$ cat src/lsu_pkg.sv
// shared types and sizes for the load/store unit, referenced by scoped name from every block
package lsu_pkg;

  ////////////////////////////////////////////////////////////
  // widths
  ////////////////////////////////////////////////////////////

  localparam int DATA_W = 32;              // data and address width
  localparam int BE_W   = DATA_W / 8;      // one enable per byte lane
  localparam int OFFS_W = $clog2(BE_W);    // byte offset inside a word

  ////////////////////////////////////////////////////////////
  // access size
  ////////////////////////////////////////////////////////////

  // encoding kept from the core's execute stage: 2 and 3 both mean byte
  typedef enum logic [1:0] {
    LSU_WORD = 2'b00,
    LSU_HALF = 2'b01,
    LSU_BYTE = 2'b10
  } lsu_type_e;

  ////////////////////////////////////////////////////////////
  // sequencer states
  ////////////////////////////////////////////////////////////

  typedef enum logic [2:0] {
    IDLE        = 3'd0,   // waiting for a strobe
    WAIT_GNT    = 3'd1,   // request out, waiting for the grant
    WAIT_RVALID = 3'd2    // granted, response due next cycle
  } lsu_state_e;

endpackage

$ cat src/lsu_ctl_if.sv
// control bundle between the access sequencer and the two datapath blocks of the unit
`timescale 1ns/100ps

interface lsu_ctl_if;

  logic accept;       // 1-cycle pulse, access taken this cycle
  logic second;       // level, second part of a split access in flight
  logic latch_first;  // 1-cycle pulse, first part response present
  logic misaligned;   // level, registered access crosses a word

  // sequencer drives the phase, reads the split decision
  modport ctrl (
    output accept,
    output second,
    output latch_first,
    input  misaligned
  );

  // request formatter
  modport store (
    input  accept,
    input  second,
    output misaligned
  );

  // load data aligner
  modport load (
    input  accept,
    input  second,
    input  latch_first
  );

endinterface

$ cat src/lsu_ctrl.sv
// access sequencer of the load/store unit, runs one or two memory transactions per strobe
`timescale 1ns/100ps

module lsu_ctrl (
  input  logic      clk,
  input  logic      rst_n,
  input  logic      lsu_req_i,      // access strobe from execute
  input  logic      data_gnt_i,
  input  logic      data_rvalid_i,
  output logic      data_req_o,
  output logic      lsu_done_o,     // 1-cycle, result ready
  output logic      lsu_busy_o,
  lsu_ctl_if.ctrl   ctl
);

  lsu_pkg::lsu_state_e state_q, state_d;

  logic second_q, second_d;   // tracks which part of a split access is out

  ////////////////////////////////////////////////////////////
  // next state
  ////////////////////////////////////////////////////////////

  always_comb
  begin
    state_d         = state_q;
    second_d        = second_q;
    data_req_o      = 1'b0;
    lsu_done_o      = 1'b0;
    ctl.accept      = 1'b0;
    ctl.latch_first = 1'b0;

    case (state_q)
      lsu_pkg::IDLE:
      begin
        if (lsu_req_i)
        begin
          ctl.accept = 1'b1;             // formatter and aligner capture now
          second_d   = 1'b0;
          state_d    = lsu_pkg::WAIT_GNT;
        end
      end

      lsu_pkg::WAIT_GNT:
      begin
        data_req_o = 1'b1;               // held until granted
        if (data_gnt_i)
          state_d = lsu_pkg::WAIT_RVALID;
      end

      lsu_pkg::WAIT_RVALID:
      begin
        if (data_rvalid_i)
        begin
          if (ctl.misaligned && !second_q)
          begin
            // first half back, go again at the next word
            ctl.latch_first = 1'b1;
            second_d        = 1'b1;
            state_d         = lsu_pkg::WAIT_GNT;
          end
          else
          begin
            lsu_done_o = 1'b1;
            second_d   = 1'b0;
            state_d    = lsu_pkg::IDLE;
          end
        end
      end

      default:
      begin
        second_d = 1'b0;
        state_d  = lsu_pkg::IDLE;       // unused encodings recover
      end
    endcase
  end

  ////////////////////////////////////////////////////////////
  // state registers
  ////////////////////////////////////////////////////////////

  always_ff @(posedge clk, negedge rst_n)
  begin
    if (!rst_n)
    begin
      state_q  <= lsu_pkg::IDLE;
      second_q <= 1'b0;
    end
    else
    begin
      state_q  <= state_d;
      second_q <= second_d;
    end
  end

  assign ctl.second = second_q;
  assign lsu_busy_o = (state_q != lsu_pkg::IDLE);  // high T+1 through done

endmodule

$ cat src/lsu_store_fmt.sv
// request formatter: registers the accepted access and forms address, byte enables and write data
`timescale 1ns/100ps

module lsu_store_fmt (
  input  logic                         clk,
  input  logic                         rst_n,
  input  logic                         lsu_we_i,
  input  lsu_pkg::lsu_type_e           lsu_type_i,
  input  logic [lsu_pkg::DATA_W-1:0]   lsu_addr_i,
  input  logic [lsu_pkg::DATA_W-1:0]   lsu_wdata_i,
  output logic [lsu_pkg::DATA_W-1:0]   data_addr_o,
  output logic                         data_we_o,
  output logic [lsu_pkg::BE_W-1:0]     data_be_o,
  output logic [lsu_pkg::DATA_W-1:0]   data_wdata_o,
  lsu_ctl_if.store                     ctl
);

  logic                         we_q;
  lsu_pkg::lsu_type_e           type_q;
  logic [lsu_pkg::DATA_W-1:0]   addr_q;
  logic [lsu_pkg::DATA_W-1:0]   wdata_q;
  logic [lsu_pkg::OFFS_W-1:0]   offs;
  logic [lsu_pkg::DATA_W-1:0]   addr_base;

  // access captured on accept, stable for the whole request
  always_ff @(posedge clk, negedge rst_n)
  begin
    if (!rst_n)
    begin
      we_q   <= 1'b0;
      type_q <= lsu_pkg::LSU_WORD;
    end
    else if (ctl.accept)
    begin
      we_q   <= lsu_we_i;
      type_q <= lsu_type_i;
    end
  end

  always_ff @(posedge clk)
  begin
    if (ctl.accept)
    begin
      addr_q  <= lsu_addr_i;
      wdata_q <= lsu_wdata_i;
    end
  end

  assign offs      = addr_q[lsu_pkg::OFFS_W-1:0];
  assign addr_base = {addr_q[lsu_pkg::DATA_W-1:lsu_pkg::OFFS_W], {lsu_pkg::OFFS_W{1'b0}}};

  ////////////////////////////////////////////////////////////
  // address, enables, lanes
  ////////////////////////////////////////////////////////////

  assign data_addr_o = ctl.second ? addr_base + lsu_pkg::DATA_W'(lsu_pkg::BE_W) : addr_base;
  assign data_we_o   = we_q;

  always_comb
  begin
    case (type_q)
      lsu_pkg::LSU_WORD:
      begin
        if (!ctl.second)
          data_be_o = 4'b1111 << offs;          // offset and up
        else
          data_be_o = ~(4'b1111 << offs);       // low bytes that spilled over
      end
      lsu_pkg::LSU_HALF:
      begin
        case ({ctl.second, offs})
          3'b0_00: data_be_o = 4'b0011;
          3'b0_01: data_be_o = 4'b0110;
          3'b0_10: data_be_o = 4'b1100;
          3'b0_11: data_be_o = 4'b1000;       // upper byte goes in part two
          default: data_be_o = 4'b0001;
        endcase
      end
      default: data_be_o = 4'b0001 << offs;     // byte, never split
    endcase
  end

  // rotate left by offset so store byte k sits in lane (offset+k) mod 4
  always_comb
  begin
    case (offs)
      2'd0:    data_wdata_o = wdata_q;
      2'd1:    data_wdata_o = {wdata_q[23:0], wdata_q[31:24]};
      2'd2:    data_wdata_o = {wdata_q[15:0], wdata_q[31:16]};
      default: data_wdata_o = {wdata_q[7:0],  wdata_q[31:8]};
    endcase
  end

  // word off a boundary, or half straddling lanes 3 and 0
  assign ctl.misaligned = ((type_q == lsu_pkg::LSU_WORD) && (offs != 2'd0)) ||
                          ((type_q == lsu_pkg::LSU_HALF) && (offs == 2'd3));

endmodule

$ cat src/lsu_load_align.sv
// load data aligner: joins split responses, picks the field and extends it to a full word
`timescale 1ns/100ps

module lsu_load_align (
  input  logic                         clk,
  input  logic                         rst_n,
  input  lsu_pkg::lsu_type_e           lsu_type_i,
  input  logic                         lsu_sign_ext_i,
  input  logic [lsu_pkg::DATA_W-1:0]   lsu_addr_i,     // only the offset is kept
  input  logic [lsu_pkg::DATA_W-1:0]   data_rdata_i,
  input  logic                         data_rvalid_i,
  output logic [lsu_pkg::DATA_W-1:0]   lsu_rdata_o,
  lsu_ctl_if.load                      ctl
);

  lsu_pkg::lsu_type_e             type_q;
  logic [lsu_pkg::OFFS_W-1:0]     offs_q;
  logic                           sign_q;

  logic [lsu_pkg::DATA_W-1:0]     first_q;   // part one response of a split load
  logic [lsu_pkg::DATA_W-1:0]     rdata_q;   // last result, held between loads

  logic [2*lsu_pkg::DATA_W-1:0]   rd_window;
  logic [2*lsu_pkg::DATA_W-1:0]   rd_shift;
  logic [lsu_pkg::DATA_W-1:0]     field;
  logic [lsu_pkg::DATA_W-1:0]     result;
  logic                           final_rvalid;

  ////////////////////////////////////////////////////////////
  // load attributes
  ////////////////////////////////////////////////////////////

  always_ff @(posedge clk, negedge rst_n)
  begin
    if (!rst_n)
    begin
      type_q <= lsu_pkg::LSU_WORD;
      offs_q <= '0;
      sign_q <= 1'b0;
    end
    else if (ctl.accept)
    begin
      type_q <= lsu_type_i;
      offs_q <= lsu_addr_i[lsu_pkg::OFFS_W-1:0];
      sign_q <= lsu_sign_ext_i;
    end
  end

  always_ff @(posedge clk)
  begin
    if (ctl.latch_first)
      first_q <= data_rdata_i;
  end

  ////////////////////////////////////////////////////////////
  // field select and extension
  ////////////////////////////////////////////////////////////

  // second word on top, so a plain right shift walks across the boundary
  assign rd_window = ctl.second ? {data_rdata_i, first_q}
                                : {{lsu_pkg::DATA_W{1'b0}}, data_rdata_i};
  assign rd_shift  = rd_window >> {offs_q, 3'b000};
  assign field     = rd_shift[lsu_pkg::DATA_W-1:0];

  always_comb
  begin
    case (type_q)
      lsu_pkg::LSU_WORD:
        result = field;
      lsu_pkg::LSU_HALF:
        result = {{(lsu_pkg::DATA_W-16){sign_q & field[15]}}, field[15:0]};
      default:  // byte, type 2 or 3
        result = {{(lsu_pkg::DATA_W-8){sign_q & field[7]}}, field[7:0]};
    endcase
  end

  // last response of the access, done is high in the same cycle
  assign final_rvalid = data_rvalid_i && !ctl.latch_first;

  always_ff @(posedge clk, negedge rst_n)
  begin
    if (!rst_n)
      rdata_q <= '0;
    else if (final_rvalid)
      rdata_q <= result;
  end

  // live value in the done cycle, held copy afterwards
  assign lsu_rdata_o = final_rvalid ? result : rdata_q;

endmodule

$ cat src/lsu_top.sv
// load/store unit top level, connects sequencer, request formatter and load aligner to the ports
`timescale 1ns/100ps

module lsu_top (
  input  logic                         clk,
  input  logic                         rst_n,

  ////////////////////////////////////////////////////////////
  // execute stage side
  ////////////////////////////////////////////////////////////
  input  logic                         lsu_req_i,
  input  logic                         lsu_we_i,
  input  lsu_pkg::lsu_type_e           lsu_type_i,
  input  logic                         lsu_sign_ext_i,
  input  logic [lsu_pkg::DATA_W-1:0]   lsu_addr_i,
  input  logic [lsu_pkg::DATA_W-1:0]   lsu_wdata_i,
  output logic [lsu_pkg::DATA_W-1:0]   lsu_rdata_o,
  output logic                         lsu_done_o,
  output logic                         lsu_busy_o,

  ////////////////////////////////////////////////////////////
  // data memory side
  ////////////////////////////////////////////////////////////
  output logic                         data_req_o,
  input  logic                         data_gnt_i,
  input  logic                         data_rvalid_i,
  output logic [lsu_pkg::DATA_W-1:0]   data_addr_o,
  output logic                         data_we_o,
  output logic [lsu_pkg::BE_W-1:0]     data_be_o,
  output logic [lsu_pkg::DATA_W-1:0]   data_wdata_o,
  input  logic [lsu_pkg::DATA_W-1:0]   data_rdata_i
);

  lsu_ctl_if ctl_if ();   // phase and capture strobes

  lsu_ctrl lsu_ctrl_inst (
    .clk           (clk),
    .rst_n         (rst_n),
    .lsu_req_i     (lsu_req_i),
    .data_gnt_i    (data_gnt_i),
    .data_rvalid_i (data_rvalid_i),
    .data_req_o    (data_req_o),
    .lsu_done_o    (lsu_done_o),
    .lsu_busy_o    (lsu_busy_o),
    .ctl           (ctl_if.ctrl)
  );

  lsu_store_fmt lsu_store_fmt_inst (
    .clk          (clk),
    .rst_n        (rst_n),
    .lsu_we_i     (lsu_we_i),
    .lsu_type_i   (lsu_type_i),
    .lsu_addr_i   (lsu_addr_i),
    .lsu_wdata_i  (lsu_wdata_i),
    .data_addr_o  (data_addr_o),
    .data_we_o    (data_we_o),
    .data_be_o    (data_be_o),
    .data_wdata_o (data_wdata_o),
    .ctl          (ctl_if.store)
  );

  lsu_load_align lsu_load_align_inst (
    .clk            (clk),
    .rst_n          (rst_n),
    .lsu_type_i     (lsu_type_i),
    .lsu_sign_ext_i (lsu_sign_ext_i),
    .lsu_addr_i     (lsu_addr_i),
    .data_rdata_i   (data_rdata_i),
    .data_rvalid_i  (data_rvalid_i),
    .lsu_rdata_o    (lsu_rdata_o),
    .ctl            (ctl_if.load)
  );

endmodule

$ cat config.mk
export PLATFORM = sky130hd
export DESIGN_NAME = lsu_top
export DESIGN_NICKNAME = d
export VERILOG_FILES = /design/src/lsu_pkg.sv /design/src/lsu_ctl_if.sv /design/src/lsu_ctrl.sv /design/src/lsu_store_fmt.sv /design/src/lsu_load_align.sv /design/src/lsu_top.sv
export SDC_FILE = /design/constraint.sdc
export NUM_CORES = 1
export LEC_CHECK = 0
export BUFFER_PORTS_ARGS = -buffer_cell sky130_fd_sc_hd__clkbuf_2
export CAP_MARGIN = 20
export CELL_PAD_IN_SITES_DETAIL_PLACEMENT = 1
export CELL_PAD_IN_SITES_GLOBAL_PLACEMENT = 1
export CORE_ASPECT_RATIO = 0.6
export CORE_MARGIN = 2
export CORE_UTILIZATION = 30
export DETAILED_ROUTE_END_ITERATION = 8
export PLACE_DENSITY = 0.62
export SKIP_CTS_REPAIR_TIMING = 1
export SLEW_MARGIN = 20
export SYNTH_ARGS = -nofsm -noshare
export SYNTH_HDL_FRONTEND = slang
export SYNTH_SLANG_ARGS = --single-unit
$ cat constraint.sdc
create_clock -name clk -period 3.4 [get_ports clk]
set_input_delay 0.51 -clock clk [delete_from_list [all_inputs] [get_ports clk]]
set_output_delay 0.51 -clock clk [all_outputs]
set_load 0.01 [all_outputs]
==> results of run 1 <==
==> power breakdown <==
group	total, mW	internal, mW	leakage [nW]	switching, mW
sequential	2.60	2.28	1.37	0.317
clock	1.83	1.11	0.271	0.718
combinational	3.38	1.47	2.11	1.92
total	7.81	4.85	3.75	2.95
==> final cells by class <==
cell class	count	area, sq um	area share (%)
repair buffers	225	1210	12.9
multi-input cells	373	3240	34.6
clock buffers	20	457	4.87
well taps	322	403	4.29
diodes	3	7.51	0.0800
clock inverters	12	125	1.33
inverters	6	22.5	0.240
flip-flops and latches	137	3910	41.7
==> stage by stage <==
stage / cell area [sq um] / setup TNS [ns] / hold WS (ns)
floorplan: 7360 / 0 / 0.214
global placement: 8780 / 0 / 0.467
detailed placement: 8780 / 0 / 0.480
CTS: 9360 / 0 / 0.00986
global route: 9380 / -0.00600 / 0.0184
finish: 9380 / 0 / 0.0228
==> worst reg2reg max path, delay by kind of cell (launching register included) <==
| kind | cells | cell delay (ns) |
|---|---|---|
| mux | 1 | 0.41 |
| flops | 1 | 0.49 |
| compound gates | 3 | 0.81 |
| simple gates | 1 | 0.08 |
| buf+inv | 1 | 0.35 |
==> kinds of logic (layout without fill, tap and decap cells) <==
kind of cell | count (synthesis) | in the layout
and+or+nand+nor | 135 | 135
AOI/OAI and AO/OA | 99 | 99
muxes | 103 | 103
buffers and inverters | 45 | 263
DFF | 137 | 137
other | 1 | 5
xor gates and xnor gates | 29 | 29
adders and majority gates | 5 | 5
==> how the worst min path moves through the flow <==
stage | slack [ns] | start | to | cells past startpoint
after floorplan | 0.21 | rst_n | lsu_ctrl_inst.ctl.second | 0
after global placement | 0.47 | rst_n | lsu_load_align_inst.rdata_q[9] | 1
after detailed placement | 0.48 | rst_n | lsu_load_align_inst.rdata_q[8] | 1
after CTS | 0.01 | rst_n | lsu_load_align_inst.rdata_q[8] | 1
after global routing | 0.02 | rst_n | lsu_load_align_inst.rdata_q[31] | 1
final | 0.02 | rst_n | lsu_load_align_inst.rdata_q[9] | 1
==> registers in the layout (all words and copies together), names as in the netlist <==
register and cells:
lsu_load_align_inst.type_q 2, lsu_ctrl_inst.ctl.second 1, lsu_store_fmt_inst.addr_q 32, lsu_load_align_inst.rdata_q 32, lsu_load_align_inst.offs_q 2, lsu_ctrl_inst.state_q 2, lsu_store_fmt_inst.data_we_o 1, lsu_load_align_inst.sign_q 1
lsu_load_align_inst.first_q 32, lsu_store_fmt_inst.wdata_q 32
==> metal layers <==
| layer | global-route usage, % | vias up | part of all wire, % |
|---|---|---|---|
| li1 | - | 2569 | - |
| met1 | 25.6 | 2851 | 48 |
| met2 | 26.1 | 154 | 44 |
| met3 | 7.17 | 22 | 7.2 |
| met4 | 3.74 | 2 | 1.0 |
| met5 | 0 | - | 0.057 |
==> synthesized netlist by cell type (4+ instances only) <==
master	number
nor2b_1	11
a31oi_1	16
ha_1	5
inv_1	5
a21oi_1	12
o22a_1	7
nor3_1	5
nand3_1	7
xor2_1	7
o21ai_0	11
a22oi_1	8
buf_1	4
buf_2	11
dfrtp_1	41
edfxtp_1	96
nor2_1	53
nand4_1	9
nand2_1	33
buf_4	8
mux2i_1	41
mux2_2	19
a211oi_1	12
xnor2_1	22
o22ai_1	17
and3_1	5
o21ba_2	5
mux4_2	42
clkbuf_1	13
==> reports/qor.txt, run 1 <==
Simple-Gate Fraction of Synth Area: 8.54%
Synth Warn #: 0
Buffers on Ports: 206
FMAX: 0.310 GHz
Rel. slew slack: 46.8%
leakage: 3.75 nW
initial antenna violation count: 3
Routed wire per std cell: 20.8 um
Peak VDD IR: 0.668 mV
Worst Max-Slew Pin Slew: 0.796 ns
CTS clk-pin slew, worst paths: 0.06 ns
post-synthesis mux area share: 21.6%
total number of vias: 5598
dpl cells: 1063
RePlAce Congestion: 0.876
total gr overflow: 0
Detail Route Antenna Nets: 0
Synth-to-Final Area Change: 27.6%
row count: 44
first-pass GRT wire length: 34.7 mm
Starting DRT DRC Count: 361
CTS sink cnt: 137
share of the synthesized area in the top cell type: 39.2%
register area share after synthesis: 53.1%
Post-synth top flop: edfxtp_1
Die H: 125 um
Total GRT Usage: 18.1%
Worst path top cell family by delay: compound AO/OA/AOI/OAI gates
adder-cell share of the synthesized area: 0.851%
most frequent cells in the layout: clkbuf_2, edfxtp_1, nor2_1
Die Area: 25800 sq um
status: finished, final reports clean
Mapped Cells: 554
clock tree buffer depth: 2
Die W: 206 um
Synth Area in Compound Gates: 9.20%
Reg-to-Reg Start: lsu_load_align_inst.offs_q[0]
pre-CTS setup slack: 0.495 ns
cell taking the most area after synthesis: edfxtp_1
async set or reset register ratio after synthesis: 29.9%
max-cap violations: 0
worst setup margin: 0.173 ns
CP bufs+invs: 2
fin util: 38.9%
largest family of logic cells by synthesized area: multiplexers
post-DP HPWL: 17.6 mm
Tcrit/Tclk final: 94.9%
synthesis-stage register bit count: 137
drt drc: 0
synthesized area per cell: 13.3 sq um
Startpoint Class: register
leading post-synthesis cells by cell area: edfxtp_1, dfrtp_1, mux4_2
worst setup path endpoint: lsu_rdata_o[9]
reg2reg end: lsu_load_align_inst.rdata_q[9]
Non-Filler Instances: 1098
depth of the most critical reg-to-reg path: 6
CTS tree: yes
Final Hold Vio Count: 0
vias per cell: 5.10
H-tree depth: 4
mapped cell area: 7350 sq um
Clock Skews: 0.00982 ns
worst endpoint data arrival time: 2.72 ns
post-route minimum period: 3.23 ns
router iterations before antenna repair: 4
Crit path depth: 7
CP Max Fanout: 59
clk_lat worst skew: 0.43 ns
CP max stage cell: dfrtp_2
Starting Density: 30.5%
CTS Root Cell: clkbuf_16
Nets: 870
Min-Delay Path Class: in2async
Synth Area in XOR/XNOR: 3.45%
overall power: 7.81 mW
crit end category: output pin
Synth cell types: 48
Total Wirelength: 22.8 mm
pwr/cell area: 832 nW/um^2
I/O pins: 209
most common cell after layout, fill and taps aside: clkbuf_2
R2R Setup Slk: 1.13 ns
Critical Path Source: lsu_load_align_inst.offs_q[0]
# fillers: 2620
slowest stage delay, CP: 0.49 ns
number of global-route vias before repair: 5740
WS Path Type: reg2out
largest net degree at the start of global routing: 60
CP cell instances: buf_12 > mux2_2 > a22oi_1 > nor2_1 > o21ba_2 > o22a_1 > clkbuf_2
cts bufs inserted: 17
max-slew violations: 0
core footprint: 24100 sq um
critical path required time: 2.89 ns
Post-synth EDFFs: 96
fraction of layout cells with a size suffix above 1: 42.9%
Setup violations, final: 0
No activity file was read; power rests on OpenSTA's default activity.
==> run 2, diff against run 1 <==
Settings changed: CORE_UTILIZATION 30 to 29, PLACE_DENSITY 0.62 to 0.61.
==> reports/qor.txt, run 2 (synthesized netlist as in run 1, its figures left out) <==
status: finished, final reports clean
fin util: 37.8%
Worst path top cell family by delay: buffers and inverters
first-pass GRT wire length: 35.4 mm
router iterations before antenna repair: 5
Total GRT Usage: 17.9%
CP max stage cell: dfrtp_2
# diodes: 0
Switching Fraction: 37.5%
Setup violations, final: 0
Starting Density: 29.3%
initial antenna violation count: 1
most common cell after layout, fill and taps aside: clkbuf_2
worst endpoint data arrival time: 2.75 ns
CTS clk-pin slew, worst paths: 0.06 ns
I/O pins: 209
total gr overflow: 0
net switching power: 3.04 mW
drt drc: 0
Peak VDD IR: 0.306 mV
Routed wire per std cell: 21.1 um
Total Wirelength: 23.5 mm
worst setup margin: 0.140 ns
Rel. slew slack: 63.5%
post-route minimum period: 3.26 ns
Startpoint Class: register
Die H: 127 um
Flop pwr share: 32.1%
CP cell instances: buf_4 > mux2_2 > a22oi_1 > o22ai_2 > buf_4 > nand2_1 > a31oi_1 > clkbuf_2
Logic pwr share: 42.7%
vias per cell: 5.07
Die W: 210 um
pre-CTS setup slack: 0.479 ns
Tcrit/Tclk final: 95.9%
critical path required time: 2.89 ns
CP Max Fanout: 21
CTS Root Cell: clkbuf_16
CTS sink cnt: 137
Min-Delay Path Class: in2reg
overall power: 8.12 mW
fin area: 9500 sq um
power share of the clock group: 25.2%
WS Path Type: reg2out
Synth-to-Final Area Change: 29.2%
max-cap violations: 0
post-DP HPWL: 17.8 mm
core footprint: 25100 sq um
leakage: 3.82 nW
CP most frequent cell: buf_4
max-slew violations: 0
clk_lat worst skew: 0.44 ns
Worst Max-Slew Pin Slew: 0.547 ns
FMAX: 0.307 GHz
slowest stage delay, CP: 0.59 ns
clock tree buffer depth: 2
Die Area: 26700 sq um
fraction of layout cells with a size suffix above 1: 43.2%
RSZ-0062 raised after global routing: false
crit end category: output pin
Area after DPL: 8840 sq um
Nets: 880
Final Hold Vio Count: 0
row count: 45
Buffers on Ports: 206
Starting DRT DRC Count: 376
CP bufs+invs: 3
total number of vias: 5636
number of global-route vias before repair: 5676
Clock Skews: 0.00947 ns
most frequent cells in the layout: clkbuf_2, edfxtp_1, nor2_1
RePlAce Congestion: 0.822
Pint: 5.08 mW
largest net degree at the start of global routing: 53
CTS tree: yes
cts bufs inserted: 17
pwr/cell area: 855 nW/um^2
Detail Route Antenna Nets: 0
H-tree depth: 4
-- run 2: power groups by stage --
stage / sequential (mW) / clock [mW] / combinational (mW)
after global routing: 2.67 / 2.19 / 3.71
after global placement: 2.62 / 0 / 3.41
after CTS: 2.61 / 2.10 / 3.45
after floorplan: 2.49 / 0 / 2.23
final: 2.61 / 2.05 / 3.46
after detailed placement: 2.64 / 0 / 3.43
-- run 2: final cells by class --
cell class | instances | area [sq um]
sequential | 137 | 3910
timing repair buffer | 235 | 1280
multi-input combinational | 373 | 3250
clock inverter | 14 | 204
tap | 329 | 412
fill | 2750 | 15600
inverter | 6 | 22.5
clock buffer | 18 | 429
-- run 2: final timing paths --
kind	slack, ns	to	startpoint	depth (start not counted)
max	0.14	lsu_rdata_o[25]	lsu_load_align_inst.offs_q[0]	8
min	0.25	lsu_store_fmt_inst.addr_q[20]	lsu_addr_i[20]	1
max reg2reg	1.10	lsu_load_align_inst.rdata_q[25]	lsu_load_align_inst.offs_q[0]	7
min reg2reg	0.50	lsu_store_fmt_inst.data_we_o	lsu_store_fmt_inst.data_we_o	1
max in group asynchronous	2.08	lsu_load_align_inst.rdata_q[24]	rst_n	3
min in group asynchronous	0.56	lsu_load_align_inst.rdata_q[13]	rst_n	2
-- run 2: through the flow --
stage | hold slack, ns | std cells | setup TNS, ns
after global placement | 0.456 | 1079 | 0
after floorplan | 0.214 | 555 | 0
after global routing | 0.213 | 1112 | 0
final | 0.247 | 1112 | 0
after CTS | -0.0226 | 1111 | -0.0592
after detailed placement | 0.457 | 1079 | 0
-- run 2: metal layers --
metal | share of wire (%) | track usage [%] | vias to the layer above
li1 | - | - | 2582
met5 | 0.055 | 0 | -
met2 | 41 | 23.9 | 168
met1 | 51 | 27.6 | 2865
met4 | 1.1 | 5.92 | 2
met3 | 6.5 | 5.04 | 19
==> run 3, diff against run 2 <==
Settings changed: CORE_UTILIZATION 29 to 38, PLACE_DENSITY 0.61 to 0.76.
==> reports/qor.txt, run 3 (synthesized netlist as in run 1, its figures left out) <==
I/O pins: 209
core footprint: 19000 sq um
max-cap violations: 0
Rel. slew slack: 56.6%
CP max stage cell: dfrtp_2
Peak VDD IR: 0.509 mV
Die W: 184 um
drt drc: 0
max-slew violations: 0
Detail Route Antenna Nets: 0
Synth-to-Final Area Change: 25.3%
post-route minimum period: 3.23 ns
Clock Skews: 0.0140 ns
Nets: 870
FMAX: 0.310 GHz
status: finished, final reports clean
CTS tree: yes
Tcrit/Tclk final: 95.0%
router iterations before antenna repair: 6
row count: 39
CP Max Fanout: 25
Die Area: 20500 sq um
clock tree buffer depth: 2
final hold slack: 0.0783 ns
fraction of layout cells with a size suffix above 1: 42.7%
Startpoint Class: register
WS Path Type: reg2out
Starting DRT DRC Count: 372
H-tree depth: 4
Starting Density: 38.7%
total number of vias: 5602
Setup violations, final: 0
Reg-to-Reg Start: lsu_load_align_inst.type_q[0]
Routed wire per std cell: 21.8 um
CP cell instances: buf_4 > mux2_2 > a22oi_1 > nor2_1 > o21ba_2 > o22a_1 > clkbuf_2
cts bufs inserted: 17
pwr/cell area: 832 nW/um^2
Worst path top cell family by delay: compound AO/OA/AOI/OAI gates
CTS Root Cell: clkbuf_16
RePlAce Congestion: 0.862
Total GRT Usage: 22.2%
worst endpoint data arrival time: 2.72 ns
clk_lat worst skew: 0.43 ns
crit end category: output pin
post-DP HPWL: 17.0 mm
CTS sink cnt: 137
largest net degree at the start of global routing: 47
Worst Max-Slew Pin Slew: 0.649 ns
leakage: 3.72 nW
vias per cell: 5.49
Min-Delay Path Class: in2async
Total Wirelength: 22.3 mm
initial antenna violation count: 1
Setup TNS Final: 0 ns
critical path required time: 2.89 ns
number of global-route vias before repair: 5848
most frequent cells in the layout: clkbuf_2, edfxtp_1, nor2_1
CTS clk-pin slew, worst paths: 0.07 ns
RSZ-0062 raised after global routing: false
total gr overflow: 0
Final Hold Vio Count: 0
first-pass GRT wire length: 34.0 mm
Die H: 112 um
Critical Path Source: lsu_load_align_inst.offs_q[0]
most common cell after layout, fill and taps aside: clkbuf_2
Buffers on Ports: 206
slowest stage delay, CP: 0.50 ns
CP bufs+invs: 2
-- run 3: cell count changes in the layout (fill, tap and decap cells not counted), sizes merged --
cell / before / now
buf: 28 / 19
bufinv: 5 / 1
clkbuf: 224 / 225
clkinvlp: 1 / 4
diode: 0 / 1
dlygate4sd3: 1 / 0
-- run 3: layer usage --
layer / wire [um] / up-vias / share of wire (%) / global-route usage (%)
met5: 0 / - / 0 / 0
met4: 190 / 0 / 0.85 / 4.96
met3: 1680 / 15 / 7.6 / 6.41
met2: 9880 / 212 / 44 / 33.2
met1: 10500 / 2816 / 47 / 32.2
li1: - / 2559 / - / -
-- run 3: path summary, 6_finish.rpt --
kind                            slack, ns  cells past startpoint                              end
max in group asynchronous            2.54                      2  lsu_load_align_inst.rdata_q[19]
worst min register to register       0.50                      1   lsu_load_align_inst.rdata_q[7]
worst max register to register       0.88                      4  lsu_load_align_inst.first_q[21]
worst max-delay path                 0.17                      7                   lsu_rdata_o[9]
worst min-delay path                 0.08                      1   lsu_load_align_inst.rdata_q[2]
min in group clk                     0.25                      1    lsu_store_fmt_inst.addr_q[19]
-- run 3: power breakdown --
| group | internal, mW | switching, mW | leakage [nW] | total (mW) |
|---|---|---|---|---|
| registers | 2.28 | 0.304 | 1.37 | 2.58 |
| clock network | 0.996 | 0.721 | 0.258 | 1.72 |
| logic | 1.44 | 1.92 | 2.10 | 3.36 |
-- run 3: final cells by class --
class	instances	area (sq um)
inverter	6	22.5
multi-input combinational	373	3240
clock buffer	19	433
sequential	137	3910
antenna	1	2.50
timing repair buffer	225	1190
tap	246	308
fill	2012	9770
clock inverter	13	108
-- run 3: through the flow --
step | setup slack [ns] | total power, mW | instance area [sq um] | cells | utilization [%]
6_report | 0.169 | 7.66 | 9210 | 1020 | 48.5
3_5_place_dp | 0.637 | 5.95 | 8660 | 987 | 45.6
5_1_grt | 0.00868 | 8.07 | 9210 | 1019 | 48.5
3_3_place_gp | 0.658 | 5.81 | 8660 | 987 | 45.6
4_1_cts | 0.220 | 7.69 | 9200 | 1019 | 48.5
2_1_floorplan | 0.0924 | 4.73 | 7360 | 555 | -
